### src/design/wr_req_consts.svh
`ifndef WR_REQ_CONSTS_SVH
`define WR_REQ_CONSTS_SVH

// ******************************
// Data path
// ******************************

`define WR_REQ_DATA_WIDTH 32
`define WR_REQ_PORTS 5

// ******************************
// Buffering and flow control
// ******************************

`define WR_REQ_IN_DEPTH_BITS 4
`define WR_REQ_OUT_DEPTH_BITS 5
`define WR_REQ_BURST_LEN 4
// Fill levels at which a FIFO counts as almost full.
`define WR_REQ_IN_AFULL 12
`define WR_REQ_OUT_AFULL 24
`define WR_REQ_IDLE_GAP 2

`endif

### src/design/wr_req_data_pkg.sv
`default_nettype none

`include "wr_req_consts.svh"

package wr_req_data_pkg;

  // One client request word.
  typedef logic [`WR_REQ_DATA_WIDTH-1:0] req_word_t;

  // Word with its single-cycle write strobe.
  typedef struct packed {
    logic      en;
    req_word_t data;
  } wr_req_t;

endpackage

`default_nettype wire

### src/design/wr_req_ctrl_pkg.sv
`default_nettype none

`include "wr_req_consts.svh"

package wr_req_ctrl_pkg;

  // One bit per client port.
  typedef logic [`WR_REQ_PORTS-1:0] port_mask_t;

  typedef logic [$clog2(`WR_REQ_PORTS)-1:0] port_idx_t;

  // Sized for the larger output FIFO, full count included.
  typedef logic [`WR_REQ_OUT_DEPTH_BITS:0] fill_t;

  typedef struct packed {
    logic empty;
    logic almost_full;
    logic burst_ready;
  } fifo_status_t;

  typedef enum logic [1:0] {
    IDLE,
    READ,
    GAP
  } seq_state_e;

endpackage

`default_nettype wire

### src/design/req_fifo.sv
`timescale 1ns/10ps
`default_nettype none

`include "wr_req_consts.svh"

module req_fifo #(
  parameter int depth_bits = `WR_REQ_IN_DEPTH_BITS,
  parameter int afull = `WR_REQ_IN_AFULL
) (
  input  wire                        clk,
  input  wire                        rst_n,
  input  wire                        we,
  input  wire wr_req_data_pkg::req_word_t din,
  input  wire                        re,
  output logic                       valid,
  output wr_req_data_pkg::req_word_t dout,
  output wr_req_ctrl_pkg::fill_t     count,
  output logic                       empty,
  output logic                       almost_full
);

  import wr_req_data_pkg::*;
  import wr_req_ctrl_pkg::*;

  localparam int depth = 2 ** depth_bits;

  req_word_t mem [depth];

  logic [depth_bits-1:0] wr_ptr;
  logic [depth_bits-1:0] rd_ptr;
  logic wr_ok;
  logic rd_ok;

  // Writes to a full FIFO and reads of an empty one are dropped.
  assign wr_ok = we && (count != fill_t'(depth));
  assign rd_ok = re && !empty;

  assign empty = (count == '0);
  assign almost_full = (count >= fill_t'(afull));

  always_ff @(posedge clk) begin
    if (wr_ok) begin
      mem[wr_ptr] <= din;
    end
  end

  always_ff @(posedge clk) begin
    if (rd_ok) begin
      dout <= mem[rd_ptr];
    end
  end

  always_ff @(posedge clk or negedge rst_n) begin
    if (!rst_n) begin
      wr_ptr <= '0;
      rd_ptr <= '0;
      count <= '0;
      valid <= 1'b0;
    end else begin
      if (wr_ok) begin
        wr_ptr <= wr_ptr + 1'b1;
      end
      if (rd_ok) begin
        rd_ptr <= rd_ptr + 1'b1;
      end
      valid <= rd_ok;
      case ({wr_ok, rd_ok})
        2'b10: count <= count + fill_t'(1);
        2'b01: count <= count - fill_t'(1);
        default: begin
        end
      endcase
    end
  end

endmodule

`default_nettype wire

### src/design/req_input_bank.sv
`timescale 1ns/10ps
`default_nettype none

`include "wr_req_consts.svh"

module req_input_bank (
  input  wire                         clk,
  input  wire                         rst_n,
  input  wire wr_req_data_pkg::wr_req_t req_in [`WR_REQ_PORTS],
  output wr_req_ctrl_pkg::port_mask_t req_avail_in,
  input  wire wr_req_ctrl_pkg::port_mask_t rd_mask,
  output wr_req_ctrl_pkg::port_mask_t burst_ready,
  output wr_req_data_pkg::wr_req_t    sel_word
);

  import wr_req_data_pkg::*;
  import wr_req_ctrl_pkg::*;

  port_mask_t in_we;
  req_word_t in_din [`WR_REQ_PORTS];
  port_mask_t rd_valid;
  req_word_t rd_dout [`WR_REQ_PORTS];
  fill_t fill [`WR_REQ_PORTS];
  port_mask_t fifo_empty;
  port_mask_t fifo_afull;
  fifo_status_t status [`WR_REQ_PORTS];
  port_idx_t valid_idx;

  // Client strobes are registered before they reach the FIFOs.
  always_ff @(posedge clk or negedge rst_n) begin
    if (!rst_n) begin
      in_we <= '0;
      req_avail_in <= '0;
    end else begin
      for (int i = 0; i < `WR_REQ_PORTS; i++) begin
        in_we[i] <= req_in[i].en;
        req_avail_in[i] <= !status[i].almost_full;
      end
    end
  end

  always_ff @(posedge clk) begin
    for (int i = 0; i < `WR_REQ_PORTS; i++) begin
      in_din[i] <= req_in[i].data;
    end
  end

  for (genvar i = 0; i < `WR_REQ_PORTS; i++) begin : gen_fifo
    req_fifo #(
      .depth_bits(`WR_REQ_IN_DEPTH_BITS),
      .afull(`WR_REQ_IN_AFULL)
    ) u_fifo (
      .clk(clk),
      .rst_n(rst_n),
      .we(in_we[i]),
      .din(in_din[i]),
      .re(rd_mask[i]),
      .valid(rd_valid[i]),
      .dout(rd_dout[i]),
      .count(fill[i]),
      .empty(fifo_empty[i]),
      .almost_full(fifo_afull[i])
    );

    assign status[i] = '{
      empty: fifo_empty[i],
      almost_full: fifo_afull[i],
      burst_ready: (fill[i] >= fill_t'(`WR_REQ_BURST_LEN))
    };
    assign burst_ready[i] = status[i].burst_ready;
  end

  // Only one FIFO is read at a time.
  always_comb begin
    valid_idx = '0;
    for (int i = 0; i < `WR_REQ_PORTS; i++) begin
      if (rd_valid[i]) begin
        valid_idx = port_idx_t'(i);
      end
    end
  end

  always_ff @(posedge clk or negedge rst_n) begin
    if (!rst_n) begin
      sel_word.en <= 1'b0;
    end else begin
      sel_word.en <= |rd_valid;
      sel_word.data <= rd_dout[valid_idx];
    end
  end

endmodule

`default_nettype wire

### src/design/rr_arbiter.sv
`timescale 1ns/10ps
`default_nettype none

`include "wr_req_consts.svh"

module rr_arbiter (
  input  wire                         clk,
  input  wire                         rst_n,
  input  wire wr_req_ctrl_pkg::port_mask_t request,
  input  wire                         advance,
  output wr_req_ctrl_pkg::port_mask_t grant,
  output logic                        grant_valid
);

  import wr_req_ctrl_pkg::*;

  localparam port_idx_t last_port = port_idx_t'(`WR_REQ_PORTS - 1);

  // First port searched in the current round.
  port_idx_t ptr;
  port_idx_t grant_idx;

  always_comb begin
    int idx;
    grant = '0;
    grant_valid = 1'b0;
    grant_idx = '0;
    for (int i = 0; i < `WR_REQ_PORTS; i++) begin
      idx = int'(ptr) + i;
      if (idx >= `WR_REQ_PORTS) begin
        idx = idx - `WR_REQ_PORTS;
      end
      if (!grant_valid && request[idx]) begin
        grant[idx] = 1'b1;
        grant_valid = 1'b1;
        grant_idx = port_idx_t'(idx);
      end
    end
  end

  // The served port drops to lowest priority.
  always_ff @(posedge clk or negedge rst_n) begin
    if (!rst_n) begin
      ptr <= '0;
    end else if (advance) begin
      if (grant_idx == last_port) begin
        ptr <= '0;
      end else begin
        ptr <= grant_idx + 1'b1;
      end
    end
  end

endmodule

`default_nettype wire

### src/design/burst_sequencer.sv
`timescale 1ns/10ps
`default_nettype none

`include "wr_req_consts.svh"

module burst_sequencer (
  input  wire                         clk,
  input  wire                         rst_n,
  input  wire wr_req_ctrl_pkg::port_mask_t grant,
  input  wire                         grant_valid,
  output logic                        advance,
  output wr_req_ctrl_pkg::port_mask_t rd_mask
);

  import wr_req_ctrl_pkg::*;

  localparam int burst_w = $clog2(`WR_REQ_BURST_LEN + 1);
  localparam int gap_w = $clog2(`WR_REQ_IDLE_GAP + 1);

  localparam logic [burst_w-1:0] burst_last = burst_w'(`WR_REQ_BURST_LEN - 1);
  localparam logic [gap_w-1:0] gap_last = gap_w'(`WR_REQ_IDLE_GAP - 1);

  seq_state_e state;
  logic [burst_w-1:0] burst_cnt;
  logic [gap_w-1:0] gap_cnt;

  // Accepting a grant moves the arbiter pointer in the same edge.
  assign advance = (state == IDLE) && grant_valid;

  // ******************************
  // Burst FSM
  // ******************************

  always_ff @(posedge clk or negedge rst_n) begin
    if (!rst_n) begin
      state <= IDLE;
      rd_mask <= '0;
      burst_cnt <= '0;
      gap_cnt <= '0;
    end else begin
      case (state)
        IDLE: begin
          if (grant_valid) begin
            rd_mask <= grant;
            burst_cnt <= '0;
            state <= READ;
          end
        end
        READ: begin
          // One read strobe per cycle to the latched port.
          if (burst_cnt == burst_last) begin
            rd_mask <= '0;
            gap_cnt <= '0;
            state <= GAP;
          end else begin
            burst_cnt <= burst_cnt + 1'b1;
          end
        end
        GAP: begin
          // Lets the fill levels settle before the next grant.
          if (gap_cnt == gap_last) begin
            state <= IDLE;
          end else begin
            gap_cnt <= gap_cnt + 1'b1;
          end
        end
        default: begin
          rd_mask <= '0;
          state <= IDLE;
        end
      endcase
    end
  end

endmodule

`default_nettype wire

### src/design/wr_req_merge_top.sv
`timescale 1ns/10ps
`default_nettype none

`include "wr_req_consts.svh"

module wr_req_merge_top (
  input  wire                         clk,
  input  wire                         rst_n,
  input  wire wr_req_data_pkg::wr_req_t req_in [`WR_REQ_PORTS],
  output wr_req_ctrl_pkg::port_mask_t req_avail_in,
  input  wire                         avail_out,
  output wr_req_data_pkg::wr_req_t    req_out
);

  import wr_req_data_pkg::*;
  import wr_req_ctrl_pkg::*;

  port_mask_t burst_ready;
  port_mask_t arb_request;
  port_mask_t grant;
  port_mask_t rd_mask;
  logic grant_valid;
  logic advance;
  wr_req_t sel_word;

  logic out_re;
  logic out_valid;
  req_word_t out_dout;
  logic out_empty;
  logic out_afull;

  // ******************************
  // Input side
  // ******************************

  req_input_bank u_bank (
    .clk(clk),
    .rst_n(rst_n),
    .req_in(req_in),
    .req_avail_in(req_avail_in),
    .rd_mask(rd_mask),
    .burst_ready(burst_ready),
    .sel_word(sel_word)
  );

  // No new burst starts once the output FIFO is almost full.
  assign arb_request = burst_ready & {`WR_REQ_PORTS{!out_afull}};

  rr_arbiter u_arbiter (
    .clk(clk),
    .rst_n(rst_n),
    .request(arb_request),
    .advance(advance),
    .grant(grant),
    .grant_valid(grant_valid)
  );

  burst_sequencer u_sequencer (
    .clk(clk),
    .rst_n(rst_n),
    .grant(grant),
    .grant_valid(grant_valid),
    .advance(advance),
    .rd_mask(rd_mask)
  );

  // ******************************
  // Output side
  // ******************************

  assign out_re = avail_out && !out_empty;

  req_fifo #(
    .depth_bits(`WR_REQ_OUT_DEPTH_BITS),
    .afull(`WR_REQ_OUT_AFULL)
  ) u_out_fifo (
    .clk(clk),
    .rst_n(rst_n),
    .we(sel_word.en),
    .din(sel_word.data),
    .re(out_re),
    .valid(out_valid),
    .dout(out_dout),
    .count(),
    .empty(out_empty),
    .almost_full(out_afull)
  );

  always_ff @(posedge clk or negedge rst_n) begin
    if (!rst_n) begin
      req_out.en <= 1'b0;
    end else begin
      req_out.en <= out_valid;
      req_out.data <= out_dout;
    end
  end

endmodule

`default_nettype wire

### config.mk
export PLATFORM = sky130hd
export DESIGN_NAME = wr_req_merge_top
export DESIGN_NICKNAME = d
export VERILOG_FILES = /design/src/design/wr_req_data_pkg.sv /design/src/design/wr_req_ctrl_pkg.sv /design/src/design/req_fifo.sv /design/src/design/req_input_bank.sv /design/src/design/rr_arbiter.sv /design/src/design/burst_sequencer.sv /design/src/design/wr_req_merge_top.sv
export VERILOG_INCLUDE_DIRS = /design/src /design/src/design
export SDC_FILE = /design/constraint.sdc
export NUM_CORES = 2
export LEC_CHECK = 0
export BUFFER_PORTS_ARGS = -buffer_cell sky130_fd_sc_hd__clkbuf_2
export CAP_MARGIN = 20
export CORE_UTILIZATION = 45
export DETAILED_ROUTE_END_ITERATION = 10
export PLACE_DENSITY = 0.65
export SLEW_MARGIN = 20
export SYNTH_ARGS = -nofsm -noshare
export SYNTH_HDL_FRONTEND = slang
export SYNTH_SLANG_ARGS = --single-unit
### constraint.sdc
create_clock -name clk -period 11.6 [get_ports clk]
set_clock_uncertainty 0.1 [all_clocks]
set_input_delay 0 -clock clk [delete_from_list [all_inputs] [get_ports clk]]
set_output_delay 0 -clock clk [all_outputs]
set_load 0.02 [all_outputs]
== Word level (Yosys, flattened, before mapping) ==
Memory sizes are Yosys's and may differ from the RTL's. A register that Yosys moved wholly into a read port is not among the register bits.
Cells that the tools add are included.

* Bits in registers: 183
* Memory bits (writable): 3,744
* Word-level logic and storage cells: 283
* Memories: 7

* Add/sub/neg operators: 36
* Order comparisons: 27
* Equality and inequality tests: 28
* Multiplexer cells: 84
* Bitwise operators: 7
* Reduce and logical (&&, ||, !) cells: 59

{| class="wikitable"
|+ Memories
! name !! depth !! width !! rd ports !! clocked after Yosys merged registers in !! wr ports !! line !! source
|-
| u_out_fifo.mem || 32 || 32 || 1 || 1 || 1 || req_fifo.sv:27 || <nowiki>req_word_t mem [depth];</nowiki>
|-
| u_bank.gen_fifo[0].u_fifo.mem || 16 || 32 || 1 || 1 || 1 || req_fifo.sv:27 ||
|-
| u_bank.gen_fifo[1].u_fifo.mem || 16 || 32 || 1 || 1 || 1 || req_fifo.sv:27 ||
|-
| u_bank.gen_fifo[2].u_fifo.mem || 16 || 32 || 1 || 1 || 1 || req_fifo.sv:27 ||
|-
| u_bank.gen_fifo[3].u_fifo.mem || 16 || 32 || 1 || 1 || 1 || req_fifo.sv:27 ||
|-
| u_bank.gen_fifo[4].u_fifo.mem || 16 || 32 || 1 || 1 || 1 || req_fifo.sv:27 ||
|-
| 1 more memories || n/a || n/a || n/a || n/a || n/a || n/a ||
|}

{| class="wikitable"
|+ Operator list
! cell !! number
|-
| $mux 32 || 7
|-
| $ge 32x1->1 const B || 5
|-
| $lt 32x5->1 const B || 5
|-
| $ge 32x4->1 const B || 4
|-
| $sub 32x4->32 const B || 4
|-
| $bmux 32 s3 || 1
|-
| $pmux 6 s2 || 6
|-
| $add 4x1->4 const B || 10
|-
| $add 6x1->6 const B || 6
|-
| $logic_not 6->1 || 6
|-
| $sub 6x1->6 const B || 6
|-
| $mux 5 || 7
|-
| $mux 1 || 33
|-
| $mux 3 || 11
|-
| $ge 6x3->1 const B || 5
|-
| $ge 6x4->1 const B || 5
|-
| $ne 6x5->1 const B || 5
|-
| $logic_and 1x1->1 || 23
|-
| $or 5x5->5 || 4
|-
| $eq 2x1->1 const B || 8
|-
| $logic_not 1->1 || 16
|-
| $reduce_bool 2->1 || 8
|-
| $bmux 1 s3 || 5
|-
| $demux 1 s3 || 5
|-
| 27 further kinds || 46
|}

== Logic depth before layout (Yosys ltp) ==
* Depth in word-level cells: 21
* Mapped depth: 18

== Hierarchy ==
Synthesis repeated with hierarchy kept, for this count alone.

* Cell total of the unflattened synthesis: 6,825
* Area, all modules: 156,052.2 um^2

{| class="wikitable"
|+ Modules (own cells, without submodules)
! module !! instances !! cells an instance !! area each (um^2) !! seq. area each (um^2)
|-
| req_fifo (u_bank.gen_fifo[1].u_fifo ...) || 4 || 842 || 21,134.0 || 16,711.0
|-
| req_fifo (u_out_fifo) || 1 || 1,838 || 40,856.7 || 32,135.8
|-
| req_fifo (u_bank.gen_fifo[0].u_fifo) || 1 || 845 || 21,146.5 || 16,711.0
|-
| req_input_bank || 1 || 407 || 5,980.7 || 4,439.3
|-
| rr_arbiter || 1 || 262 || 1,861.8 || 75.1
|-
| wr_req_merge_top || 1 || 39 || 1,023.5 || 985.9
|-
| burst_sequencer || 1 || 66 || 646.9 || 300.3
|}

== Worst setup path before layout ==
No wires, ideal clock.

* Kind: flip-flop to flip-flop
* Start point: register u_arbiter.ptr[0]
* End point: register u_arbiter.ptr[2]
* Library setup time: 124 ps
* Arrival: 3,759 ps
* Required time: 11,376 ps
* Slack: 7,617 ps
* Cell stages (with the launch flop): 17
* Buffers on the path: 2
* Period minus slack after synthesis: 3,983 ps
* Cell sequence: dfrtp_1 > buf_2 > inv_1 > buf_2 > ha_1 > fa_1 > nand2b_1 > a21boi_0 > o21ai_0 > o32ai_1 > o21a_1 > nor3b_4 > and2_1 > a221o_1 > ha_1 > o21a_1 > o31a_1

* Cells in the longest elaborated chain, start to end: 20
* Elaborated cells between the ends (all ways): 56

{| class="wikitable"
|+ Ends and longest elaborated chain
! item !! line !! source
|-
| start: declaration || rr_arbiter.sv:20 || <nowiki>port_idx_t ptr;</nowiki>
|-
| start signal: assignment || rr_arbiter.sv:49 || <nowiki>ptr <= grant_idx + 1'b1;</nowiki>
|-
| parallel branches: the longest is 20 deep, another holds $sub 32x4->32 || n/a ||
|}

Several ways; the timed one is not identified. The select of a mux whose other input is x is not followed.
A chain may end at the register's enable or synchronous reset.

== Final worst setup path ==
* Start point: register u_arbiter.ptr[1]
* End point: register u_arbiter.ptr[0]

Same word-level chain as after synthesis.

==> impl_results.md <==
* Syn_nets at 6,875
* # port buffers at 205
* Clk sink count at 4,119
* Pins Over Slew Limit at 0
* Setup bufs post-CTS at 0
* DR WL/cell at 29.5 um
* Routed Antenna Nets at 0
* Drc violations at 0
* Worst-case vdd ir drop at 0.000161 V
* Critical path class: register to register
* GR Overflow Total at 0
* Final worst-path setup slack at 6.25 ns
* PD cells at 255 nW/um2
* Vias/cell at 5.82
* Slew @ Worst Pin at 1.19 ns
* Synth cell types at 81
* Vias in the first global route at 73,388
* Leakage at 57.4 nW
* Final setup viols at 0
* Row Count at 215
* Total Wirelength at 364,000 um
* Ratio of cells with drive above 1 in the final layout at 29.7%
* Chip width at 589 um
* CTS Buf Count at 409
* Reg2reg path depth at 14
* CTS H-Tree Depth at 5
* Nets at 7,680
* Hold Path Class: input port to async pin
* Most common cell after layout, fill and taps aside: edfxtp_1
* CP Launch Type: register
* 1st-pass router iterations at 5
* RSZ-0062 raised after global routing: no
* Placeable Area at 343,000 um2
* First-pass GRT wire length at 522,000 um
* Synthesized area per cell at 23.4 um2
* Async SR Flop Fraction at 2.89%
* Period utilization at 46.2%
* Synth Flop Type: edfxtp_1
* Critical Path RT at 12.31 ns
* Status: finished clean
* Synthesized instance count at 6,615
* Clock tree buffer depth at 4
* R2r endpoint: u_arbiter.ptr[0]
* Synth Register Bits at 4,119
* Clk Latency, worst-skew pair at 0.98 ns
* Peak Freq at 187 MHz
* DR iter-0 viols at 8,336
* # IOs at 206
* Post-Syn Area at 155,000 um2
* HPWL after DPL at 192,000 um
* CTS tree: yes
* Initial Utilization at 45.2%
* Initial antenna violation count at 28
* Slew Limit Headroom at 19.9%
* Max Fanout on Critical Path at 14
* Reg2Reg Setup Slack at 6.25 ns
* Max-cap check violation count at 0
* Largest net degree at the start of global routing at 131
* Vias post-DR at 71,811
* Placer Congestion at 0.878
* DIE AREA at 347,000 um2
* Syn-to-layout area delta at 15.8%
* Clk root buf: clkbuf_16
* EDFF count, synth at 3,840
* CP Capture Type: register
* Final hold viol count at 0
* Setup TNS Final at 0 ns
* Critical path launch point: u_arbiter.ptr[1]
* Place WS at 6.55 ns
* Critical Path End: u_arbiter.ptr[0]
* Die height at 589 um
* YS warnings at 0
* Most frequent cells in the layout: 3,840 x edfxtp_1, 1,121 x mux4_2, 415 x clkbuf_16
* Worst r2r src: u_arbiter.ptr[1]
* Part of the Yosys area used for sequential elements at 78.4%
* Tmin final at 5.35 ns
* Worst path arrival time at 6.06 ns
* Total Routing Usage GR at 20.8%
* Clock-pin slew on the worst setup and hold paths at 0.06 ns
==> registers in the layout (all words and copies together) (netlist names) <==
name	flops
req_out	33
u_arbiter.ptr	3
u_bank.gen_fifo.u_fifo.count	30
u_bank.gen_fifo.u_fifo.dout	160
u_bank.gen_fifo.u_fifo.mem	2560
u_bank.gen_fifo.u_fifo.rd_ptr	20
u_bank.gen_fifo.u_fifo.valid	5
u_bank.gen_fifo.u_fifo.wr_ptr	20
u_bank.in_din	160
u_bank.in_we	5
u_bank.req_avail_in	5
u_bank.sel_word	33
u_out_fifo.count	6
u_out_fifo.dout	32
u_out_fifo.mem	1024
u_out_fifo.rd_ptr	5
u_out_fifo.valid	1
u_out_fifo.wr_ptr	5
u_sequencer.burst_cnt	3
u_sequencer.gap_cnt	2
u_sequencer.rd_mask	5
u_sequencer.state	2
==> cell type report <==
type	count	area, um2
sequential	4119	122000
inverter	68	255
antenna	6	15.0
timing repair buffer	712	5870
fill	25997	163000
multi-input combinational	2110	32500
clock inverter	213	2320
clock buffer	548	11200
tap	4557	5700
==> through the flow <==
stage	hold WS, ns	cell area [um2]	util (%)	total power, mW	instances
5_1_grt	0.0656	179000	52.4	47.4	12330
6_report	0.0129	179000	52.4	45.7	12333
3_3_place_gp	-0.0157	162000	47.4	32.4	11220
4_1_cts	0.0103	179000	52.3	46.0	12319
2_1_floorplan	-0.396	155000	-	28.4	6615
3_5_place_dp	-0.0146	162000	47.4	32.7	11225
==> critical path, stage by stage, from the launching register on <==
cell      delay (ns)
dfrtp_1         0.71
clkinv_1        0.65
ha_1            0.43
ha_1            0.56
inv_1           0.10
o31ai_1         0.44
xnor2_1         0.36
mux2i_1         0.19
o22ai_2         0.32
nor3b_4         0.36
and2_1          0.23
a221oi_1        0.11
ha_1            0.25
nor3b_1         0.15
o31ai_1         0.27
==> power breakdown <==
part	leakage, nW	internal (mW)	switching, mW
logic	13.2	5.45	6.17
clock network	6.63	7.68	5.56
registers	37.6	19.0	1.86
==> logic make-up (layout without fill, tap and decap cells) <==
| group | after synthesis | after routing | share of synthesized area, % |
|---|---|---|---|
| compound gates | 287 | 287 | 1.17 |
| xor+xnor | 81 | 81 | 0.458 |
| fa+ha+maj | 92 | 92 | 0.777 |
| buf+inv | 386 | 1541 | 0.947 |
| flops | 4119 | 4119 | 78.4 |
| mux | 1201 | 1201 | 16.8 |
| other cells | 0 | 6 | 0 |
| simple gates | 449 | 449 | 1.38 |
==> repair_timing <==
item,in CTS,in global routing
endpoints found under the hold margin,367,0
hold buffers,333,0
resized for setup,0,0
==> routing by layer <==
| metal | GRT usage, % | up-vias | wire length [um] |
|---|---|---|---|
| met5 | 0 | - | 13 |
| met3 | 3.07 | 500 | 25200 |
| li1 | - | 29511 | - |
| met4 | 5.87 | 2 | 10100 |
| met1 | 29.5 | 38844 | 150000 |
| met2 | 33.9 | 2954 | 179000 |
==> synthesized netlist by cell type, types with 38 or more instances <==
master | n | area, um2
nand2_1 | 127 | 477
mux4_2 | 1121 | 25200
nor2_1 | 155 | 582
clkbuf_1 | 198 | 743
mux2i_1 | 38 | 380
ha_1 | 85 | 1060
inv_1 | 67 | 251
dfxtp_1 | 160 | 3200
buf_1 | 111 | 417
edfxtp_1 | 3840 | 115000
mux2_2 | 40 | 450
a21oi_1 | 95 | 475
dfrtp_1 | 119 | 2980
and2_1 | 49 | 307
o21ai_0 | 80 | 400
xnor2_1 | 56 | 490
==> worst min-delay path by stage <==
stage	to	slack [ns]	cells after the start
finish	req_out[32]	0.01	3
global route	u_bank.in_din[0][120]	0.07	3
CTS	u_bank.in_din[0][158]	0.01	3
detailed placement	req_out[32]	-0.01	1
global placement	req_out[32]	-0.02	1
floorplan	req_out[32]	-0.40	0
No activity file was read; power rests on OpenSTA's default activity.
